## config.mk

```make
export PLATFORM = sky130hd
export DESIGN_NAME = nnClassifier
export DESIGN_NICKNAME = d
export VERILOG_FILES = /design/src/hdl/nnPkg.sv /design/src/hdl/neuronNode.sv /design/src/hdl/denseLayer.sv /design/src/hdl/classArgmax.sv /design/src/hdl/nnClassifier.sv
export SDC_FILE = /design/constraint.sdc
export NUM_CORES = 2
export LEC_CHECK = 0
export ABC_CLOCK_PERIOD_IN_PS = 22400
export BUFFER_PORTS_ARGS = -buffer_cell sky130_fd_sc_hd__buf_4
export CAP_MARGIN = 25
export CELL_PAD_IN_SITES_DETAIL_PLACEMENT = 2
export CELL_PAD_IN_SITES_GLOBAL_PLACEMENT = 2
export CORE_MARGIN = 2
export CORE_UTILIZATION = 47
export DETAILED_ROUTE_END_ITERATION = 7
export GPL_TIMING_DRIVEN = 0
export PLACE_DENSITY_LB_ADDON = 0.15
export SLEW_MARGIN = 20
export SYNTH_ARGS = -nofsm -noshare
export SYNTH_HDL_FRONTEND = slang
export SYNTH_SLANG_ARGS = --single-unit
```

## constraint.sdc

```tcl
create_clock -name clk -period 22.4 [get_ports clk]
set_clock_uncertainty 0.2 [all_clocks]
set_input_delay 2.24 -clock clk [delete_from_list [all_inputs] [get_ports clk]]
set_output_delay 2.24 -clock clk [all_outputs]
set_load 0.01 [all_outputs]
```

## src/hdl/nnPkg.sv

```systemverilog
package nnPkg;

	// ********************
	// Widths and sizes
	// ********************
	localparam int DATA_W       = 8;
	localparam int NUM_FEATURES = 15;
	localparam int NUM_HIDDEN   = 4;
	localparam int NUM_CLASSES  = 3;

	typedef logic signed [DATA_W-1:0] act_t;    // Activation or partial sum
	typedef logic signed [DATA_W-1:0] weight_t; // Weight or bias

	typedef logic [NUM_FEATURES*DATA_W-1:0] featureVec_t;
	typedef logic [NUM_HIDDEN*DATA_W-1:0]   hiddenVec_t;
	typedef logic [NUM_CLASSES*DATA_W-1:0]  classVec_t;
	typedef logic [1:0]                     classIdx_t;

	// ********************
	// Default tables
	// ********************
	// Word k sits at bits [k*DATA_W +: DATA_W], k = neuron*NUM_IN + input.
	// Concatenations therefore list the highest neuron and input first.
	localparam logic [NUM_HIDDEN*NUM_FEATURES*DATA_W-1:0] HIDDEN_WEIGHTS = {
		// Neuron 3, inputs 14..0
		8'h1d, 8'he3, 8'h07, 8'h5a, 8'hc9, 8'h13, 8'hf1, 8'h2b,
		8'hd7, 8'h0b, 8'h39, 8'he5, 8'h17, 8'hc3, 8'h29,
		// Neuron 2
		8'hf5, 8'h21, 8'hcd, 8'h0f, 8'h33, 8'he9, 8'h47, 8'hfb,
		8'h11, 8'hb5, 8'h27, 8'h09, 8'hdb, 8'h3d, 8'hef,
		// Neuron 1
		8'h05, 8'hd3, 8'h2f, 8'hf7, 8'h19, 8'h4b, 8'hc5, 8'h0d,
		8'he1, 8'h37, 8'hfd, 8'h23, 8'hb9, 8'h15, 8'h43,
		// Neuron 0
		8'hf6, 8'h04, 8'h2c, 8'h2f, 8'hdf, 8'hdc, 8'hfa, 8'hf5,
		8'hf6, 8'h06, 8'h5f, 8'h44, 8'h37, 8'hb9, 8'h22
	};

	localparam logic [NUM_HIDDEN*DATA_W-1:0] HIDDEN_BIASES = {
		8'hfc, 8'h0b, 8'h13, 8'h06 // Neurons 3..0
	};

	localparam logic [NUM_CLASSES*NUM_HIDDEN*DATA_W-1:0] OUT_WEIGHTS = {
		8'h0d, 8'hf3, 8'h25, 8'h07, // Class 2, inputs 3..0
		8'he7, 8'h1b, 8'h09, 8'h2d, // Class 1
		8'h31, 8'h05, 8'hed, 8'h17  // Class 0
	};

	localparam logic [NUM_CLASSES*DATA_W-1:0] OUT_BIASES = {
		8'h05, 8'hfd, 8'h0c // Classes 2..0
	};

endpackage

```

## src/hdl/neuronNode.sv

```systemverilog
`timescale 1ns/1ps

module neuronNode
	import nnPkg::*;
#(
	parameter int                     NUM_IN  = NUM_FEATURES,
	parameter logic [NUM_IN*DATA_W-1:0] WEIGHTS = '0,
	parameter weight_t                BIAS    = '0
)
(
	input  logic                     clk,
	input  logic                     reset,
	input  logic [NUM_IN*DATA_W-1:0] inAct,
	output act_t                     outAct
);

	logic [NUM_IN*DATA_W-1:0] inReg; // Stage 1 capture
	act_t                     sumReg; // Stage 2 wrapped sum
	act_t                     sumComb;

	// ********************
	// Multiply-accumulate
	// ********************
	// Everything stays 8 bits wide, so each product keeps only its low
	// byte and the running sum wraps.
	always_comb
	begin
		sumComb = BIAS;
		for (int i = 0; i < NUM_IN; i++)
		begin
			sumComb = sumComb
				+ act_t'(inReg[i*DATA_W +: DATA_W]) * weight_t'(WEIGHTS[i*DATA_W +: DATA_W]);
		end
	end

	always_ff @(posedge clk)
	begin
		if (reset)
		begin
			inReg  <= '0;
			sumReg <= '0;
			outAct <= '0;
		end
		else
		begin
			inReg  <= inAct;
			sumReg <= sumComb;
			if (sumReg[DATA_W-1]) // ReLU
				outAct <= '0;
			else
				outAct <= sumReg;
		end
	end

	// ********************
	// Checks
	// ********************
	aNonNegative: assert property (@(posedge clk) disable iff (reset)
		!outAct[DATA_W-1]);

endmodule

```

## src/hdl/denseLayer.sv

```systemverilog
`timescale 1ns/1ps

module denseLayer
	import nnPkg::*;
#(
	parameter int                             NUM_IN  = NUM_FEATURES,
	parameter int                             NUM_OUT = NUM_HIDDEN,
	parameter logic [NUM_OUT*NUM_IN*DATA_W-1:0] WEIGHTS = '0,
	parameter logic [NUM_OUT*DATA_W-1:0]        BIASES  = '0
)
(
	input  logic                      clk,
	input  logic                      reset,
	input  logic                      inStrobe,
	input  logic [NUM_IN*DATA_W-1:0]  inAct,
	output logic                      outStrobe,
	output logic [NUM_OUT*DATA_W-1:0] outAct
);

	localparam int NODE_LAT = 3; // Capture, sum, ReLU

	logic [NODE_LAT-1:0] strobePipe;

	// ********************
	// Neuron row
	// ********************
	for (genvar n = 0; n < NUM_OUT; n++)
	begin : gNode
		neuronNode #(
			.NUM_IN  (NUM_IN),
			.WEIGHTS (WEIGHTS[n*NUM_IN*DATA_W +: NUM_IN*DATA_W]),
			.BIAS    (weight_t'(BIASES[n*DATA_W +: DATA_W]))
		) i_node (
			.clk    (clk),
			.reset  (reset),
			.inAct  (inAct), // Same vector for every node
			.outAct (outAct[n*DATA_W +: DATA_W])
		);
	end

	// Strobe follows the data through the node stages
	always_ff @(posedge clk)
	begin
		if (reset)
			strobePipe <= '0;
		else
			strobePipe <= {strobePipe[NODE_LAT-2:0], inStrobe};
	end

	assign outStrobe = strobePipe[NODE_LAT-1];

	aQuietAfterReset: assert property (@(posedge clk)
		reset |=> !outStrobe);

endmodule

```

## src/hdl/classArgmax.sv

```systemverilog
`timescale 1ns/1ps

module classArgmax
	import nnPkg::*;
#(
	parameter int NUM_IN = NUM_CLASSES
)
(
	input  logic      clk,
	input  logic      reset,
	input  logic      inStrobe,
	input  classVec_t inAct,
	output logic      outStrobe,
	output classIdx_t classIdx,
	output act_t      classScore,
	output classVec_t scores
);

	classIdx_t bestIdx;
	act_t      bestScore;

	// Strict compare keeps the lowest index on a tie
	always_comb
	begin
		bestIdx   = '0;
		bestScore = act_t'(inAct[DATA_W-1:0]);
		for (int i = 1; i < NUM_IN; i++)
		begin
			if (act_t'(inAct[i*DATA_W +: DATA_W]) > bestScore)
			begin
				bestIdx   = classIdx_t'(i);
				bestScore = act_t'(inAct[i*DATA_W +: DATA_W]);
			end
		end
	end

	// ********************
	// Result registers
	// ********************
	always_ff @(posedge clk)
	begin
		if (reset)
		begin
			outStrobe  <= 1'b0;
			classIdx   <= '0;
			classScore <= '0;
			scores     <= '0;
		end
		else
		begin
			outStrobe <= inStrobe;
			if (inStrobe)
			begin
				classIdx   <= bestIdx;
				classScore <= bestScore;
				scores     <= inAct; // Kept for inspection
			end
		end
	end

	aIdxInRange: assert property (@(posedge clk) disable iff (reset)
		outStrobe |-> (int'(classIdx) < NUM_IN));

endmodule

```

## src/hdl/nnClassifier.sv

```systemverilog
`timescale 1ns/1ps

module nnClassifier
	import nnPkg::*;
#(
	parameter logic [NUM_HIDDEN*NUM_FEATURES*DATA_W-1:0] HID_WEIGHTS = HIDDEN_WEIGHTS,
	parameter logic [NUM_HIDDEN*DATA_W-1:0]              HID_BIASES  = HIDDEN_BIASES,
	parameter logic [NUM_CLASSES*NUM_HIDDEN*DATA_W-1:0]  OUT_W       = OUT_WEIGHTS,
	parameter logic [NUM_CLASSES*DATA_W-1:0]             OUT_B       = OUT_BIASES
)
(
	input  logic        clk,
	input  logic        reset,
	input  logic        inStrobe,
	input  featureVec_t features,
	output logic        outStrobe,
	output classIdx_t   classIdx,
	output act_t        classScore,
	output classVec_t   scores
);

	hiddenVec_t hiddenAct;
	logic       hiddenStrobe;
	classVec_t  classAct;
	logic       classStrobe;

	// ********************
	// Pipeline, 3 + 3 + 1
	// ********************
	denseLayer #(
		.NUM_IN  (NUM_FEATURES),
		.NUM_OUT (NUM_HIDDEN),
		.WEIGHTS (HID_WEIGHTS),
		.BIASES  (HID_BIASES)
	) hiddenLayer (
		.clk       (clk),
		.reset     (reset),
		.inStrobe  (inStrobe),
		.inAct     (features),
		.outStrobe (hiddenStrobe),
		.outAct    (hiddenAct)
	);

	denseLayer #(
		.NUM_IN  (NUM_HIDDEN),
		.NUM_OUT (NUM_CLASSES),
		.WEIGHTS (OUT_W),
		.BIASES  (OUT_B)
	) outputLayer (
		.clk       (clk),
		.reset     (reset),
		.inStrobe  (hiddenStrobe),
		.inAct     (hiddenAct),
		.outStrobe (classStrobe),
		.outAct    (classAct)
	);

	classArgmax #(
		.NUM_IN (NUM_CLASSES)
	) argmaxUnit (
		.clk        (clk),
		.reset      (reset),
		.inStrobe   (classStrobe),
		.inAct      (classAct),
		.outStrobe  (outStrobe),
		.classIdx   (classIdx),
		.classScore (classScore),
		.scores     (scores)
	);

endmodule

```

==> qor.yml <==
global_routing:
  gr-total-overflow: 0
  grt_max_degree: 15
  grt_usage_pct: 36.6
  grt_pass1_vias: 34000
  grt_pass1_wl_um: 238000
  antenna_found_initial: 7
floorplanning:
  fp.dieW_um: 304
  ioPinCount: 158
  rows: 110
  fp.dieH_um: 304
  core_um2: 89700
  initial_core_util_pct: 47.3
  dieArea_um2: 92700
clock_network:
  insertion_delay_ns: 0.65
  cts_buffers: 38
  cts-root-buf: "clkbuf_16"
  htreeDepth: 2
  clock_path_buffers: 3
  cts_hold_buf: 0
  clkTransAtPathRegs_ns: 0.06
  cts_tree: "yes"
  cts.sinks: 290
  cts_resized: 0
  postCtsSetupBuffers: 0
detailed_routing:
  drt-pass1-iter-count: 5
  post_drt_wl_per_cell_um: 30.7
  wl_um: 165000
  drc: 0
  drtAntennaViolNets: 0
  via_count: 28000
  drt_iter0_markers: 1567
  via_per_inst: 5.21
critical_path:
  r2r_start: "hiddenLayer.gNode[0].i_node.inReg[10]"
  critPathLaunch: "hiddenLayer.gNode[0].i_node.inReg[10]"
  reg2reg_to: "hiddenLayer.gNode[2].i_node.sumReg[7]"
  crit_path_end_kind: "flip-flop"
  crit_arrival_ns: 11.51
  critPathKind: "reg -> reg"
  rrSetupSlack_ns: 11.19
  start_kind: "flip-flop"
  cp_data_required_time_ns: 22.69
  rr_worst_depth: 21
  crit_path_max_fanout: 13
yosys:
  yosysTopAreaCell: "fa_1"
  yosysTopAreaCellShare_pct: 35.3
  synth_warnings: 0
  synthDistinctLibCells: 33
  synth_seq_cells: 290
  synth.avg_cell_area_um2: 10.7
  yosysSeqAreaShare_pct: 13.7
  synth_area_leaders: "fa_1 (35%), ha_1 (24%), dfxtp_1 (14%)"
  syn_area_um2: 42400
  synth_cells: 3964
placement:
  place_area_um2: 45100
  post-dp-hpwl_um: 143000
  place.gp.congestion: 1.01
  portBuffers: 152
  dp_cells: 5298
cells_and_area:
  final_common_cell: "inv_1"
  n_fill_cell: 9132
  layout_common_cells: "inv_1 (1134), ha_1 (802), fa_1 (747)"
  drive_gt1_share_pct: 5.46
  nets: 5836
  area_growth_pct: 9.37
  final_cells: 5369
  final_cell_area_um2: 46400
timing:
  setup_viol: 0
  setup_tns_ns: 0
  rsz0062_at_grt: "false"
  period_share_pct: 50.1
  fmax_mhz: 89.2
  worstMarginPinSlew_ns: 1.20
  maxSlewViolCount: 0
  max-slew-margin-rel_pct: 19.5
  hold_viol: 0
  period_minus_slack_ns: 11.21
min_path:
  min_from: "hiddenLayer.gNode[0].i_node.sumReg[1]"
  hp-class: "reg -> reg"
  hold_depth: 1
  hold_end: "hiddenLayer.gNode[0].i_node.outAct[1]"
outcome:
  status: "complete, no violations"
flow_run:
  cap_violations: 0
[sequential cells by signal, summed over array words and instances (netlist names), 7 cells and up]
register	cells
argmaxUnit.classScore	7
argmaxUnit.scores	21
hiddenLayer.gNode.i_node.inReg	120
hiddenLayer.gNode.i_node.outAct	28
hiddenLayer.gNode.i_node.sumReg	32
outputLayer.gNode.i_node.inReg	28
outputLayer.gNode.i_node.outAct	21
outputLayer.gNode.i_node.sumReg	24
[cells in the mapped netlist (all sizes together)]
| cell type | number |
|---|---|
| inv | 1134 |
| ha | 802 |
| fa | 747 |
| xnor2 | 434 |
| dfxtp | 290 |
| nor2b | 186 |
| xor2 | 74 |
| nor2 | 65 |
| and2 | 49 |
| a21oi | 39 |
| clkbuf | 31 |
| a21o | 22 |
| mux2i | 22 |
| nand2 | 18 |
| buf | 7 |
| nor3b | 7 |
| o31ai | 7 |
| o21a | 6 |
| xnor3 | 6 |
| o21ai | 4 |
| o21bai | 3 |
| nand4 | 2 |
| a221o | 1 |
| a31oi | 1 |
| clkinv | 1 |
| conb | 1 |
| nand2b | 1 |
| nand3 | 1 |
| o22ai | 1 |
| or2 | 1 |
| or3 | 1 |
[worst max path at each step]
stage	end	cells past startpoint	slack, ns
6_report	hiddenLayer.gNode[2].i_node.sumReg[7]	21	11.19
5_1_grt	hiddenLayer.gNode[0].i_node.sumReg[7]	33	11.10
4_1_cts	hiddenLayer.gNode[2].i_node.sumReg[7]	21	11.31
3_5_place_dp	hiddenLayer.gNode[2].i_node.sumReg[7]	21	11.36
3_3_place_gp	hiddenLayer.gNode[2].i_node.sumReg[7]	21	11.41
2_1_floorplan	hiddenLayer.gNode[0].i_node.sumReg[7]	30	13.60
[metal layers]
layer | up-vias | share of wire, % | routed length [um] | global-route usage, %
li1 | 12100 | - | - | -
met1 | 14800 | 37 | 61500 | 41.7
met2 | 783 | 50 | 82300 | 64.0
met3 | 360 | 4.6 | 7530 | 5.10
met4 | 4 | 8.2 | 13500 | 24.7
met5 | - | 0.019 | 31 | 0
[critical path, cell delays in order (launching register included)]
cell     delay [ns]
dfxtp_1        0.85
inv_1          0.35
fa_1           0.86
fa_1           0.52
fa_1           0.55
fa_1           0.46
fa_1           0.73
fa_1           0.47
fa_1           0.68
fa_1           0.66
inv_1          0.11
fa_1           0.56
fa_1           0.53
fa_1           0.45
xnor2_1        0.88
xnor2_1        0.18
xnor2_1        0.25
xnor2_1        0.14
xnor2_1        0.62
xnor3_1        0.45
xnor2_1        0.49
nor2_1         0.10
[cell families after synthesis]
group | Yosys count | synth area share (%)
AOI/OAI and AO/OA | 84 | 1.23
xor gates and xnor gates | 514 | 10.8
adders and majority gates | 1549 | 58.9
buffers and inverters | 1173 | 10.4
DFF | 290 | 13.7
muxes | 22 | 0.519
other | 1 | 0.00884
and+or+nand+nor | 331 | 4.41
[stage by stage]
stage | worst slack, ns | hold slack, ns | util [%]
detailed placement | 11.36 | 0.216 | 50.2
CTS | 11.31 | 0.188 | 51.7
finish | 11.19 | 0.191 | 51.7
floorplan | 13.60 | 0.206 | -
global route | 11.10 | 0.216 | 51.7
global placement | 11.41 | 0.210 | 50.2
[area by class of cell]
type / count / area (um^2) / area share [%]
Sequential cell: 290 / 5810 / 12.5
Tap cell: 1176 / 1470 / 3.17
Clock buffer: 49 / 1050 / 2.27
Clock inverter: 19 / 225 / 0.485
Timing Repair Buffer: 157 / 1210 / 2.61
Multi-Input combinational cell: 2504 / 32200 / 69.4
Buffer: 38 / 160 / 0.345
Antenna cell: 1 / 2.50 / 0.00539
Inverter: 1135 / 4260 / 9.18
Power is not shown: default switching activity piles up to over one toggle a cycle in this logic, so the estimate is an artifact.
